## src/rv32_isa_pkg.sv

```systemverilog
// RV32I instruction set definitions
// field widths, field types, major opcodes and the few sub-function codes
// that the dispatch decoder has to recognise

package rv32_isa_pkg;

    localparam int xlen      = 32;   // instruction width
    localparam int reg_idx_w = 5;    // architectural register index

    typedef logic [xlen-1:0]      inst_t;
    typedef logic [reg_idx_w-1:0] reg_idx_t;
    typedef logic [6:0]           opcode_t;
    typedef logic [2:0]           funct3_t;
    typedef logic [6:0]           funct7_t;

    localparam reg_idx_t zero_reg = '0;   // x0

    ////////////////////////////////////////////////////////////////////////////
    // major opcodes
    ////////////////////////////////////////////////////////////////////////////

    localparam opcode_t op_lui    = 7'b0110111;
    localparam opcode_t op_auipc  = 7'b0010111;
    localparam opcode_t op_jal    = 7'b1101111;
    localparam opcode_t op_jalr   = 7'b1100111;
    localparam opcode_t op_branch = 7'b1100011;
    localparam opcode_t op_load   = 7'b0000011;
    localparam opcode_t op_store  = 7'b0100011;
    localparam opcode_t op_op_imm = 7'b0010011;
    localparam opcode_t op_op     = 7'b0110011;
    localparam opcode_t op_system = 7'b1110011;

    // funct7 of SUB, SRA and SRAI
    localparam funct7_t funct7_alt = 7'b0100000;

    // zicsr register forms, immediate forms are not supported
    localparam funct3_t funct3_csrrw = 3'b001;
    localparam funct3_t funct3_csrrs = 3'b010;
    localparam funct3_t funct3_csrrc = 3'b011;

    localparam inst_t inst_wfi = 32'h1050_0073;

    ////////////////////////////////////////////////////////////////////////////
    // field extraction
    ////////////////////////////////////////////////////////////////////////////

    function automatic opcode_t get_opcode(inst_t inst);
        return inst[6:0];
    endfunction

    function automatic reg_idx_t get_rd(inst_t inst);
        return inst[11:7];
    endfunction

    function automatic reg_idx_t get_rs1(inst_t inst);
        return inst[19:15];
    endfunction

    function automatic reg_idx_t get_rs2(inst_t inst);
        return inst[24:20];
    endfunction

    function automatic funct3_t get_funct3(inst_t inst);
        return inst[14:12];
    endfunction

    // also the upper immediate bits of shift-immediates
    function automatic funct7_t get_funct7(inst_t inst);
        return inst[31:25];
    endfunction

endpackage

```

## src/dispatch_pkg.sv

```systemverilog
// Dispatch stage control types
// select encodings and the packets crossing the fetch/dispatch boundary

package dispatch_pkg;

    typedef enum logic [1:0] {
        opa_is_rs1, opa_is_pc, opa_is_zero
    } opa_sel_t;

    typedef enum logic [2:0] {
        opb_is_rs2, opb_is_i_imm, opb_is_s_imm, opb_is_b_imm, opb_is_u_imm, opb_is_j_imm
    } opb_sel_t;

    typedef enum logic [3:0] {
        alu_add, alu_sub, alu_slt, alu_sltu, alu_and,
        alu_or, alu_xor, alu_sll, alu_srl, alu_sra
    } alu_func_t;

    typedef enum logic [1:0] {fu_alu, fu_ls, fu_branch} fu_sel_t;
    typedef enum logic [1:0] {op_alu, op_ls, op_br} op_sel_t;

    // load widths first, then store widths
    typedef enum logic [2:0] {lb, lh, lw, lbu, lhu, sb, sh, sw} ls_sel_t;

    typedef enum logic [3:0] {
        cls_none, cls_lui, cls_auipc, cls_jal, cls_jalr, cls_branch,
        cls_load, cls_store, cls_op_imm, cls_op, cls_system, cls_illegal
    } inst_class_t;

    typedef struct packed {
        logic                valid;
        rv32_isa_pkg::inst_t inst;
    } fetch_packet_t;

    typedef struct packed {
        fu_sel_t                fu_sel;
        op_sel_t                op_sel;
        opa_sel_t               opa_select;
        opb_sel_t               opb_select;
        rv32_isa_pkg::reg_idx_t dest_reg;
        rv32_isa_pkg::reg_idx_t src_reg_1;
        rv32_isa_pkg::reg_idx_t src_reg_2;
        logic                   rd_mem;
        logic                   wr_mem;
        logic                   cond_branch;
        logic                   uncond_branch;
    } route_ctrl_t;

    typedef struct packed {
        alu_func_t alu_func;
        ls_sel_t   ls_sel;
        logic      csr_op;
        logic      halt;
        logic      illegal;
        logic      valid_inst;
    } func_ctrl_t;

    typedef struct packed {
        route_ctrl_t route;
        func_ctrl_t  func;
    } decode_packet_t;

    localparam route_ctrl_t noop_route = '{
        fu_sel: fu_alu, op_sel: op_alu,
        opa_select: opa_is_rs1, opb_select: opb_is_rs2,
        dest_reg: rv32_isa_pkg::zero_reg,
        src_reg_1: rv32_isa_pkg::zero_reg,
        src_reg_2: rv32_isa_pkg::zero_reg,
        default: 1'b0
    };

    localparam func_ctrl_t noop_func = '{alu_func: alu_add, ls_sel: lw, default: 1'b0};

    localparam decode_packet_t noop_packet = '{route: noop_route, func: noop_func};

endpackage

```

## src/dispatch_decoder.sv

```systemverilog
// Dispatch stage decoder
// decodes one fetch packet per cycle into a registered decode packet

`timescale 1ns/10ps

module dispatch_decoder (
    input  logic                         clock,
    input  logic                         reset,
    input  dispatch_pkg::fetch_packet_t  fetch_packet,
    output dispatch_pkg::decode_packet_t decode_packet
);
    dispatch_pkg::inst_class_t    inst_class;
    dispatch_pkg::route_ctrl_t    route;
    dispatch_pkg::func_ctrl_t     func;
    dispatch_pkg::decode_packet_t decode_next;

    opcode_decode u_opcode_decode (
        .fetch_packet (fetch_packet),
        .inst_class   (inst_class),
        .route        (route)
    );

    funct_decode u_funct_decode (
        .inst       (fetch_packet.inst),
        .inst_class (inst_class),
        .func       (func)
    );

    assign decode_next = '{route: route, func: func};

    ////////////////////////////////////////////////////////////////////////////
    // output register, one cycle into the pipeline
    ////////////////////////////////////////////////////////////////////////////

    always_ff @(posedge clock) begin
        if (reset)
            decode_packet <= dispatch_pkg::noop_packet;
        else
            decode_packet <= decode_next;   // no stall, always overwritten
    end

endmodule

```

## src/funct_decode.sv

```systemverilog
// Sub-function decoder
// resolves funct3/funct7 into alu function, load/store width, system
// flags and legality of the instruction

`timescale 1ns/10ps

module funct_decode (
    input  rv32_isa_pkg::inst_t       inst,
    input  dispatch_pkg::inst_class_t inst_class,
    output dispatch_pkg::func_ctrl_t  func
);
    rv32_isa_pkg::funct3_t funct3;
    rv32_isa_pkg::funct7_t funct7;
    logic                  funct7_zero;
    logic                  funct7_alt;

    assign funct3      = rv32_isa_pkg::get_funct3(inst);
    assign funct7      = rv32_isa_pkg::get_funct7(inst);
    assign funct7_zero = (funct7 == '0);
    assign funct7_alt  = (funct7 == rv32_isa_pkg::funct7_alt);

    always_comb begin
        func = dispatch_pkg::noop_func;   // add covers address generation
        case (inst_class)
            dispatch_pkg::cls_op_imm: begin
                case (funct3)
                    3'b000: func.alu_func = dispatch_pkg::alu_add;
                    3'b010: func.alu_func = dispatch_pkg::alu_slt;
                    3'b011: func.alu_func = dispatch_pkg::alu_sltu;
                    3'b100: func.alu_func = dispatch_pkg::alu_xor;
                    3'b110: func.alu_func = dispatch_pkg::alu_or;
                    3'b111: func.alu_func = dispatch_pkg::alu_and;
                    3'b001: begin
                        func.alu_func = dispatch_pkg::alu_sll;
                        func.illegal  = !funct7_zero;   // shamt[5] set too
                    end
                    default: begin   // srli / srai
                        func.alu_func = funct7_alt ? dispatch_pkg::alu_sra
                                                   : dispatch_pkg::alu_srl;
                        func.illegal  = !(funct7_zero || funct7_alt);
                    end
                endcase
            end

            dispatch_pkg::cls_op: begin
                case (funct3)
                    3'b000: func.alu_func = funct7_alt ? dispatch_pkg::alu_sub
                                                       : dispatch_pkg::alu_add;
                    3'b001: func.alu_func = dispatch_pkg::alu_sll;
                    3'b010: func.alu_func = dispatch_pkg::alu_slt;
                    3'b011: func.alu_func = dispatch_pkg::alu_sltu;
                    3'b100: func.alu_func = dispatch_pkg::alu_xor;
                    3'b101: func.alu_func = funct7_alt ? dispatch_pkg::alu_sra
                                                       : dispatch_pkg::alu_srl;
                    3'b110: func.alu_func = dispatch_pkg::alu_or;
                    default: func.alu_func = dispatch_pkg::alu_and;
                endcase
                // the M extension (funct7 = 1) falls out here as well
                if (funct7_alt)
                    func.illegal = !(funct3 == 3'b000 || funct3 == 3'b101);
                else
                    func.illegal = !funct7_zero;
            end

            dispatch_pkg::cls_load: begin
                case (funct3)
                    3'b000:  func.ls_sel = dispatch_pkg::lb;
                    3'b001:  func.ls_sel = dispatch_pkg::lh;
                    3'b010:  func.ls_sel = dispatch_pkg::lw;
                    3'b100:  func.ls_sel = dispatch_pkg::lbu;
                    3'b101:  func.ls_sel = dispatch_pkg::lhu;
                    default: func.illegal = 1'b1;
                endcase
            end

            dispatch_pkg::cls_store: begin
                case (funct3)
                    3'b000:  func.ls_sel = dispatch_pkg::sb;
                    3'b001:  func.ls_sel = dispatch_pkg::sh;
                    3'b010:  func.ls_sel = dispatch_pkg::sw;
                    default: func.illegal = 1'b1;
                endcase
            end

            dispatch_pkg::cls_branch: func.illegal = (funct3[2:1] == 2'b01);
            dispatch_pkg::cls_jalr:   func.illegal = (funct3 != '0);

            dispatch_pkg::cls_system: begin
                if (inst == rv32_isa_pkg::inst_wfi)
                    func.halt = 1'b1;
                else if (funct3 == rv32_isa_pkg::funct3_csrrw ||
                         funct3 == rv32_isa_pkg::funct3_csrrs ||
                         funct3 == rv32_isa_pkg::funct3_csrrc)
                    func.csr_op = 1'b1;
                else
                    func.illegal = 1'b1;   // ecall, ebreak, csr immediates
            end

            dispatch_pkg::cls_illegal: func.illegal = 1'b1;

            default: ;   // none, lui, auipc, jal
        endcase

        func.valid_inst = (inst_class != dispatch_pkg::cls_none) && !func.illegal;
    end

endmodule

```

## src/opcode_decode.sv

```systemverilog
// Major opcode decoder
// classifies the instruction and sets unit, operand and register routing

`timescale 1ns/10ps

module opcode_decode (
    input  dispatch_pkg::fetch_packet_t fetch_packet,
    output dispatch_pkg::inst_class_t   inst_class,
    output dispatch_pkg::route_ctrl_t   route
);
    rv32_isa_pkg::opcode_t  opcode;
    rv32_isa_pkg::reg_idx_t rd;
    rv32_isa_pkg::reg_idx_t rs1;
    rv32_isa_pkg::reg_idx_t rs2;

    assign opcode = rv32_isa_pkg::get_opcode(fetch_packet.inst);
    assign rd     = rv32_isa_pkg::get_rd(fetch_packet.inst);
    assign rs1    = rv32_isa_pkg::get_rs1(fetch_packet.inst);
    assign rs2    = rv32_isa_pkg::get_rs2(fetch_packet.inst);

    ////////////////////////////////////////////////////////////////////////////
    // classification
    ////////////////////////////////////////////////////////////////////////////

    always_comb begin
        if (!fetch_packet.valid) begin
            inst_class = dispatch_pkg::cls_none;   // bubble
        end else begin
            case (opcode)
                rv32_isa_pkg::op_lui:    inst_class = dispatch_pkg::cls_lui;
                rv32_isa_pkg::op_auipc:  inst_class = dispatch_pkg::cls_auipc;
                rv32_isa_pkg::op_jal:    inst_class = dispatch_pkg::cls_jal;
                rv32_isa_pkg::op_jalr:   inst_class = dispatch_pkg::cls_jalr;
                rv32_isa_pkg::op_branch: inst_class = dispatch_pkg::cls_branch;
                rv32_isa_pkg::op_load:   inst_class = dispatch_pkg::cls_load;
                rv32_isa_pkg::op_store:  inst_class = dispatch_pkg::cls_store;
                rv32_isa_pkg::op_op_imm: inst_class = dispatch_pkg::cls_op_imm;
                rv32_isa_pkg::op_op:     inst_class = dispatch_pkg::cls_op;
                rv32_isa_pkg::op_system: inst_class = dispatch_pkg::cls_system;
                default:                 inst_class = dispatch_pkg::cls_illegal;
            endcase
        end
    end

    ////////////////////////////////////////////////////////////////////////////
    // routing
    ////////////////////////////////////////////////////////////////////////////

    always_comb begin
        route = dispatch_pkg::noop_route;   // none, system and illegal keep this
        case (inst_class)
            dispatch_pkg::cls_lui: begin
                route.dest_reg   = rd;
                route.opa_select = dispatch_pkg::opa_is_zero;
                route.opb_select = dispatch_pkg::opb_is_u_imm;
            end
            dispatch_pkg::cls_auipc: begin
                route.dest_reg   = rd;
                route.opa_select = dispatch_pkg::opa_is_pc;
                route.opb_select = dispatch_pkg::opb_is_u_imm;
            end
            dispatch_pkg::cls_jal: begin
                route.fu_sel        = dispatch_pkg::fu_branch;
                route.op_sel        = dispatch_pkg::op_br;
                route.dest_reg      = rd;
                route.opa_select    = dispatch_pkg::opa_is_pc;
                route.opb_select    = dispatch_pkg::opb_is_j_imm;
                route.uncond_branch = 1'b1;
            end
            dispatch_pkg::cls_jalr: begin
                route.fu_sel        = dispatch_pkg::fu_branch;
                route.op_sel        = dispatch_pkg::op_br;
                route.dest_reg      = rd;
                route.src_reg_1     = rs1;   // target base
                route.opb_select    = dispatch_pkg::opb_is_i_imm;
                route.uncond_branch = 1'b1;
            end
            dispatch_pkg::cls_branch: begin
                route.fu_sel      = dispatch_pkg::fu_branch;
                route.op_sel      = dispatch_pkg::op_br;
                route.src_reg_1   = rs1;
                route.src_reg_2   = rs2;
                route.opa_select  = dispatch_pkg::opa_is_pc;
                route.opb_select  = dispatch_pkg::opb_is_b_imm;
                route.cond_branch = 1'b1;
            end
            dispatch_pkg::cls_load: begin
                route.fu_sel     = dispatch_pkg::fu_ls;
                route.op_sel     = dispatch_pkg::op_ls;
                route.dest_reg   = rd;
                route.src_reg_1  = rs1;
                route.opb_select = dispatch_pkg::opb_is_i_imm;
                route.rd_mem     = 1'b1;
            end
            dispatch_pkg::cls_store: begin
                // address computed on the alu, data from rs2
                route.op_sel     = dispatch_pkg::op_ls;
                route.src_reg_1  = rs1;
                route.src_reg_2  = rs2;
                route.opb_select = dispatch_pkg::opb_is_s_imm;
                route.wr_mem     = 1'b1;
            end
            dispatch_pkg::cls_op_imm: begin
                route.dest_reg   = rd;
                route.src_reg_1  = rs1;
                route.opb_select = dispatch_pkg::opb_is_i_imm;
            end
            dispatch_pkg::cls_op: begin
                route.dest_reg  = rd;
                route.src_reg_1 = rs1;
                route.src_reg_2 = rs2;
            end
            default: ;
        endcase
    end

endmodule

```

## config.mk

```make
export PLATFORM = sky130hd
export DESIGN_NAME = dispatch_decoder
export DESIGN_NICKNAME = d
export VERILOG_FILES = /design/src/rv32_isa_pkg.sv /design/src/dispatch_pkg.sv /design/src/dispatch_decoder.sv /design/src/funct_decode.sv /design/src/opcode_decode.sv
export SDC_FILE = /design/constraint.sdc
export NUM_CORES = 1
export LEC_CHECK = 0
export CORE_MARGIN = 1.5
export CORE_UTILIZATION = 32
export DETAILED_ROUTE_END_ITERATION = 7
export DONT_BUFFER_PORTS = 1
export HOLD_SLACK_MARGIN = 0.1
export PLACE_DENSITY_LB_ADDON = 0.3
export SYNTH_ARGS = -nofsm -noshare
export SYNTH_HDL_FRONTEND = slang
export SYNTH_SLANG_ARGS = --single-unit
```

## constraint.sdc

```tcl
create_clock -name clock -period 2.1 [get_ports clock]
set_input_delay 0.42 -clock clock [delete_from_list [all_inputs] [get_ports clock]]
set_output_delay 0.42 -clock clock [all_outputs]
set_load 0.005 [all_outputs]
```

* Yosys cells after proc, flatten, opt, wreduce, memory -nomap -nowiden
Cells that the tools add are included.
W data, S select, Z words.
** Cells by class
- Eq/ne operators :: 31
- Multiplexer cells :: 27
- Bitwise gates (word level) :: 4
- Reduce and logical (&&, ||, !) cells :: 30
** Operators with widths (number)
- $pmux W4 S7 :: 2
- $pmux W4 S10 :: 1
- $eq A32 B29 Y1 const B :: 1
- $eq A7 B6 Y1 const B :: 4
- $eq A7 B7 Y1 const B :: 4
- $reduce_or A3 Y1 :: 6
- $eq A4 B3 Y1 const B :: 4
- $eq A4 B4 Y1 const B :: 4
- $pmux W3 S5 :: 1
- $eq A7 B5 Y1 const B :: 2
- $reduce_or A2 Y1 :: 7
- $mux W1 :: 13
- $eq A3 B3 Y1 const B :: 4
- $pmux W2 S2 :: 3
- $pmux W3 S4 :: 1
- $reduce_or A6 Y1 :: 2
- $pmux W3 S3 :: 1
- $eq A4 B2 Y1 const B :: 2
- $pmux W1 S8 :: 1
- $pmux W4 S2 :: 1
- $eq A7 B2 Y1 const B :: 1
- $logic_not A7 Y1 :: 1
- $reduce_or A7 Y1 :: 1
- $eq A3 B2 Y1 const B :: 2
- other kinds (14) :: 23
** Word-level totals
- Register bits :: 39
- Input port bits :: 35
- Logic and storage cells :: 109

* Depth between registers and ports, before layout
Gate-level depths: netlist of the first run.
- Depth in word-level cells :: 8
- Gate-level depth with buffers :: 7
- Gate-level depth less buffers :: 5

* Hierarchy
Synthesis of the first run repeated with hierarchy kept, for this count alone.
** Unflattened totals
- Cell total of the unflattened synthesis :: 213
- Area, all modules :: 1969.4 µm²
** Modules (own cells, without submodules)
- dispatch_decoder :: times used 1, cells an instance 82, area each 1057.3 µm², seq. area each 780.7 µm²
- opcode_decode :: times used 1, cells an instance 68, area each 466.7 µm², seq. area each 0.0 µm²
- funct_decode :: times used 1, cells an instance 63, area each 445.4 µm², seq. area each 0.0 µm²

* Worst setup path after synthesis of the first run
No wires, ideal clock.
- Path type :: input-to-reg
- From :: in fetch_packet[6] (netlist bit)
- To :: reg decode_packet[5] (netlist bit)
- Setup time :: 0.127 ns
- Arrival :: 1.797 ns
- Data required time :: 1.973 ns
- Path slack :: 0.176 ns
- Stages :: 5
- Path through :: buf_4 > or2_1 > a211o_1 > or3_4 > or3_1
** Between the ends
- Longest elaborated chain between the ends :: 5
- Elaborated cells between the ends (all ways) :: 15
- Classes of those cells :: 12 x eq/ne; 3 x mux
** RTL lines
- start: declaration :: line dispatch_decoder.sv:9 : input dispatch_pkg::fetch_packet_t fetch_packet,
- $eq A7 B7 Y1 (tied with other cells) :: line opcode_decode.sv:29 : case (opcode)
- $pmux W4 S10 * :: line opcode_decode.sv:29
- $mux W4 * :: line opcode_decode.sv:26 : if (!fetch_packet.valid) begin
- $eq A4 B3 Y1 :: line funct_decode.sv:24 : case (inst_class)
- $pmux W3 S2 * :: line funct_decode.sv:24
- end signal: assignment :: line dispatch_decoder.sv:37 : decode_packet <= dispatch_pkg::noop_packet;
- end signal: assignment :: line dispatch_decoder.sv:39 : decode_packet <= decode_next;
- end: declaration :: line dispatch_decoder.sv:10 : output dispatch_pkg::decode_packet_t decode_packet
Every way passes the cells marked *; elsewhere a longest branch is shown, timed or not.
A chain may end at the register's enable or synchronous reset.

* Worst setup path in the final report of the first run
- From :: in fetch_packet[26] (netlist bit)
- To :: reg decode_packet[0] (netlist bit)
** Between the ends
- Longest elaborated chain between the ends :: 7
- Elaborated cells between the ends (all ways) :: 12
- Classes of those cells :: 2 x eq/ne; 4 x mux; 6 x reduce/logical
** RTL lines
- $eq A7 B6 Y1 or $logic_not A7 Y1 (tied branches) :: line funct_decode.sv:20, funct_decode.sv:19
- $logic_or A1 B1 Y1 :: line funct_decode.sv:40 : func.illegal = !(funct7_zero || funct7_alt);
- $logic_not A1 Y1 :: line funct_decode.sv:40
- $pmux W1 S2 :: line funct_decode.sv:26 : case (funct3)
- $pmux W1 S8 * :: line funct_decode.sv:24
- $logic_not A1 Y1 * :: line funct_decode.sv:104 : func.valid_inst = (inst_class != dispatch_pkg::cls_none) && !func.illegal;
- $logic_and A1 B1 Y1 * :: line funct_decode.sv:104
Marks and branches as above.

==> reports/qor.yml, run 1 <==
placement:
  place_congestion: 0.887
  placed_cells: 264
  dp_hpwl_um: 3620
  io_buffers: 0
route:
  vias: 1519
  vias_per_cell: 5.58
  routed-wl-met3_um: 404
  wire_per_inst_um: 17.3
  detail_route.iter0.violations: 103
  wirelength_um: 4700
  first_pass_iters: 4
  wl_met2_um: 2230
  postRouteAntennaNets: 0
  m1WireLength_um: 1990
  highest_layer: "met4"
  drc: 0
cts:
  cts_tree: "yes"
  cts_made_buffers: 5
  cts_buffer_depth: 2
  path_clk_slew_ns: 0.07
  cts_max_level: 2
  root_buffer: "clkbuf_8"
  cts.sinks: 38
  post_cts_buffers: 0
  cts_resized: 0
  ctsHoldBuffers: 0
grt:
  grt_pass1_wl_um: 7380
  grt_usage_pct: 15.3
  grt_pass1_vias: 1424
  overflow: 0
  grt_max_degree: 29
  antenna_found_initial: 0
floorplanning:
  rows: 27
  start_util_pct: 33.3
  die_w_um: 78.7
  core_area_mm2: 0.00551
  num_io_pins: 74
  die_h_um: 78.7
  die_area_mm2: 0.00620
yosys:
  yosysMostFrequentCell: "dfxtp_1"
  synth.distinct_cells: 58
  yosysSeqAreaShare_pct: 41.4
  synth_common_cells: "dfxtp_1, a21oi_1, nor2_1, nand2_1"
  netlist_instances: 198
  yosysTopAreaCell: "dfxtp_1"
  async_flop_share_pct: 0
  synth_top_cell_area_share_pct: 41.4
  synth_edf_count: 0
  yosys_warnings: 0
  synth_area_per_cell_um2: 9.27
  synth_ff_type: "dfxtp_1"
  synth_nets: 233
  ys_ff_latch: 38
  netlist_area_mm2: 0.00184
  synth_area_leaders: "dfxtp_1, a21oi_1, nor3b_1"
power:
  p_total_mw: 1.38
  power_density_mw_per_mm2: 691
  ir_drop_mv: 0.367
  leakage_nw: 0.669
timing:
  setup_viol: 0
  timing.final.crit_share_pct: 78.9
  hold_viol_final: 0
  rsz0062_at_grt: "no"
  fin_crit_ns: 1.66
  fmaxAchievable_mhz: 604
  slew_viol_final: 0
  worstMarginPinSlew_ns: 0.513
  whs_ns: 0.196
  slew-limit-headroom_pct: 65.7
  setup_tns_ns: 0
cells_and_area:
  antennaDiodeCount: 0
  instances_no_fill: 272
  layout_top_registers: "decode_packet (38)"
  num-fill-cells: 570
  top_register: "decode_packet"
  synthToLayoutAreaGrowth_pct: 9.13
  nets: 234
  final_layout_size_suffix_gt1_share_pct: 14.0
  largest_reg_flops: 38
min_path:
  worstHoldPathType: "in2reg"
  hold_depth: 1
  hp-start: "reset"
  whs_endpoint: "decode_packet[25]$_SDFF_PP0_"
critical_path:
  cp-start-kind: "input pin"
  cp_max_fo: 3
  critPathKind: "in2reg"
  cp.arrival_ns: 1.85
  worstPathRequired_ns: 2.30
  end_kind: "flop"
status:
  status: "finished clean"
job:
  maxCapViolations: 0
[layout make-up]
class | count | area, µm² | area share (%)
tap | 72 | 90.1 | 4.50
clock buffer | 6 | 82.6 | 4.12
multi-input combinational | 142 | 990 | 49.4
clock inverter | 2 | 12.5 | 0.625
timing repair buffer | 6 | 45.0 | 2.25
sequential | 38 | 761 | 38.0
inverter | 6 | 22.5 | 1.12
[report_power, final]
group	switching (mW)	internal, mW
sequential	0.00844	0.737
clock	0.243	0.263
combinational	0.0711	0.0607
[metal layers]
metal / GRT usage [%] / up-vias
met5: 0 / -
met4: 6.79 / 0
met3: 5.75 / 7
met2: 22.6 / 64
met1: 19.7 / 707
li1: - / 741
[worst max-delay path by stage]
stage | from | endpoint
2_1_floorplan | fetch_packet[6] | decode_packet[5]$_SDFF_PP1_
3_3_place_gp | fetch_packet[26] | decode_packet[0]$_SDFF_PP0_
3_5_place_dp | fetch_packet[26] | decode_packet[0]$_SDFF_PP0_
4_1_cts | fetch_packet[26] | decode_packet[0]$_SDFF_PP0_
5_1_grt | fetch_packet[3] | decode_packet[28]$_SDFF_PP0_
6_report | fetch_packet[26] | decode_packet[0]$_SDFF_PP0_
[per-stage QoR]
step	area (µm²)	utilization, %	setup WS [ns]
after floorplan	1840	-	0.176
after global placement	1910	34.7	0.192
after detailed placement	1910	34.7	0.146
after CTS	2000	36.4	0.442
after global routing	2000	36.4	0.349
final	2000	36.4	0.443
[placed cells by master (no fill, tap or decap), types with 2 or more instances in the layout]
master	n
o22ai_1	2
nor2b_1	4
clkbuf_8	6
dfxtp_1	38
nor3b_1	7
nor2_1	12
nand2b_1	8
and4_1	2
and2_1	2
a221oi_2	2
a211oi_2	2
nor4bb_1	2
o21ai_2	2
xnor2_1	2
nand2_1	9
o21ai_1	3
or3_1	8
o21ai_0	4
buf_4	6
or4_1	3
o31a_1	2
nand4b_1	3
nor4b_1	5
a211o_1	2
nand3b_1	2
a21oi_1	12
nor4_1	5
nor3_1	3
a31oi_1	4
or3_4	2
inv_1	6
nand3_1	4
[worst max-delay path, cell delays in order]
cell      delay (ns)
or2_0           0.23
or4_1           0.43
nor4_2          0.39
o31ai_1         0.13
nor4bb_1        0.25
[cell families (layout without fill, tap and decap cells)]
group                  after synthesis  count (layout)  synth area share, %
AND/OR/NAND/NOR                     90              90                 32.3
flip-flops                          38              38                 41.4
XOR/XNOR                             3               3                 1.43
buffers and inverters               18              20                 4.64
AO/OA/AOI/OAI                       49              49                 20.2
No activity file was read; power rests on OpenSTA's default activity.
==> run 2, diff against run 1 <==
ABC_AREA = 1   (was default)
clock period = 1.63 ns   (was 2.1 ns; I/O delays follow)
==> reports/qor.yml, run 2 <==
grt:
  overflow: 0
  antenna_found_initial: 0
  grt_pass1_wl_um: 7570
  grt_max_degree: 12
  grt_pass1_vias: 1642
  grt_usage_pct: 15.5
cts:
  cts_tree: "yes"
  cts_buffer_depth: 2
  path_clk_slew_ns: 0.07
  cts_max_level: 2
  cts_made_buffers: 5
  root_buffer: "clkbuf_8"
  cts.sinks: 38
placement:
  pre_cts_slack_ns: -0.163
  dpl-instance-area_mm2: 0.00205
  dp_hpwl_um: 3770
  place_congestion: 0.865
  placed_cells: 337
  io_buffers: 0
critical_path:
  worstSetupEndpoint: "decode_packet[23]$_SDFF_PP0_"
  worst_path_most_repeated_cell: "nand2_2"
  cp-start-kind: "input pin"
  cp.arrival_ns: 1.63
  crit_path_cell_trace: "nand2_2 > nor2_4 > nand2_2 > nand2_2 > nor2_4 > nand2_4 > nand2_2 > nand2_2 > inv_2 > nand2_1 > inv_2 > o21ai_2 > a21oi_1"
  crit_start: "fetch_packet[1]"
  end_kind: "flop"
  cpPeakStageDelay_ns: 0.24
  critPathKind: "in2reg"
  cp_max_fo: 7
  worstPathRequired_ns: 1.80
  crit_slowest_cell: "o21ai_2"
floorplanning:
  die_area_mm2: 0.00630
  die_h_um: 79.4
  num_io_pins: 74
  die_w_um: 79.4
  core_area_mm2: 0.00557
  rows: 27
  start_util_pct: 33.5
cells_and_area:
  antennaDiodeCount: 0
  instances_no_fill: 347
  layout_top_registers: "decode_packet (38)"
  final_layout_size_suffix_gt1_share_pct: 22.2
  layout_commonest_cell: "nor2_1"
  synthToLayoutAreaGrowth_pct: 16.9
  fin_util_pct: 39.1
  design_area_mm2: 0.00218
  largest_reg_flops: 38
  num-fill-cells: 600
  nets: 309
  layout_common_cells: "nor2_1, nand2_1, dfxtp_1, inv_1, buf_4"
  top_register: "decode_packet"
yosys:
  ys_ff_latch: 38
  synth_area_leaders: "dfxtp_1, nor2_1, nand2_1"
  synth_area_per_cell_um2: 7.32
  synth_ff_type: "dfxtp_1"
  yosysTopAreaCell: "dfxtp_1"
  synth_nets: 290
  synth.distinct_cells: 31
  yosys_warnings: 0
  yosysSeqAreaShare_pct: 40.8
  async_flop_share_pct: 0
  synth_top_cell_area_share_pct: 40.8
  netlist_instances: 255
  netlist_area_mm2: 0.00187
  synth_edf_count: 0
  yosysMostFrequentCell: "nor2_1"
  synth_common_cells: "nor2_1, dfxtp_1, nand2_1, inv_1, nand3_1"
timing:
  timing.final.crit_share_pct: 89.4
  slew-limit-headroom_pct: 73.9
  fin_crit_ns: 1.46
  fin_ws_ns: 0.172
  slew_viol_final: 0
  hold_viol_final: 0
  setup_tns_ns: 0
  setup_viol: 0
  whs_ns: 0.106
  fmaxAchievable_mhz: 686
  rsz0062_at_grt: "yes"
  worstMarginPinSlew_ns: 0.390
status:
  status: "finished clean"
power:
  leakage_nw: 0.963
  p_total_mw: 1.94
  ir_drop_mv: 0.377
  power_density_mw_per_mm2: 890
job:
  maxCapViolations: 0
route:
  wire_per_inst_um: 13.5
  postRouteAntennaNets: 0
  vias: 1685
  first_pass_iters: 4
  detail_route.iter0.violations: 82
  vias_per_cell: 4.86
  drc: 0
  wirelength_um: 4670
min_path:
  worstHoldPathType: "in2reg"
run 2: changes by cell type in the layout (fill, tap and decap cells not counted), sizes merged, moves of 4 or more:
| cell | change |
|---|---|
| nand2b | -8 |
| nor4b | -5 |
| nor2 | +35 |
| nor3 | +11 |
| or3 | -10 |
| inv | +31 |
| nand4 | +6 |
| nor2b | -4 |
| nand2 | +42 |
| nand3 | +11 |
| nor3b | -7 |
| buf | +9 |
| a21boi | +5 |
run 2: worst max-delay path: cells and delay by family:
family,cells,cell delay (ns)
AND/OR/NAND/NOR,9,0.83
AO/OA/AOI/OAI,2,0.34
buffers and inverters,2,0.13
run 2: metal layers:
layer / vias up / track usage (%) / part of all wire [%]
met2: 58 / 25.6 / 48
li1: 861 / - / -
met3: 8 / 5.37 / 9.2
met5: - / 0 / 0
met1: 758 / 18.4 / 41
met4: 0 / 5.96 / 1.8
run 2: kinds of logic (layout without fill, tap and decap cells):
family	Yosys count	after routing	share of synthesized area [%]
compound gates	32	33	10.9
xor+xnor	1	1	0.469
buf+inv	44	63	9.12
flops	38	38	40.8
simple gates	140	140	38.8
run 2: where the power goes:
part	total, mW	switching, mW	internal [mW]	leakage [nW]
Combinational	0.199	0.122	0.0768	0.602
Sequential	0.968	0.0137	0.955	0.309
Clock	0.774	0.316	0.458	0.0524
Total	1.94	0.452	1.49	0.963
run 2: worst min path at each step:
stage / slack, ns / startpoint / endpoint / cells past startpoint
after global routing: 0.10 / reset / decode_packet[1]$_SDFF_PP0_ / 1
after floorplan: 0.44 / fetch_packet[24] / decode_packet[19]$_SDFF_PP0_ / 2
final: 0.11 / reset / decode_packet[1]$_SDFF_PP0_ / 1
after detailed placement: 0.40 / reset / decode_packet[1]$_SDFF_PP0_ / 1
after CTS: 0.10 / reset / decode_packet[1]$_SDFF_PP0_ / 1
after global placement: 0.40 / reset / decode_packet[1]$_SDFF_PP0_ / 1
run 2: layout make-up:
| class | count | area, µm² | share of cell area [%] |
|---|---|---|---|
| sequential | 38 | 761 | 34.9 |
| clock inverter | 1 | 30.0 | 1.38 |
| multi-input combinational | 174 | 956 | 43.8 |
| timing repair buffer | 16 | 123 | 5.62 |
| tap | 72 | 90.1 | 4.13 |
| inverter | 39 | 146 | 6.71 |
| clock buffer | 7 | 76.3 | 3.50 |
run 2: timing repair:
| item | in CTS | in global routing |
|---|---|---|
| gates resized for setup | 0 | 2 |
| hold buffers | 1 | 0 |
| endpoints found under the hold margin | 1 | 0 |
| buffers inserted | 0 | 0 |
| setup endpoints to repair | 0 | 16 |
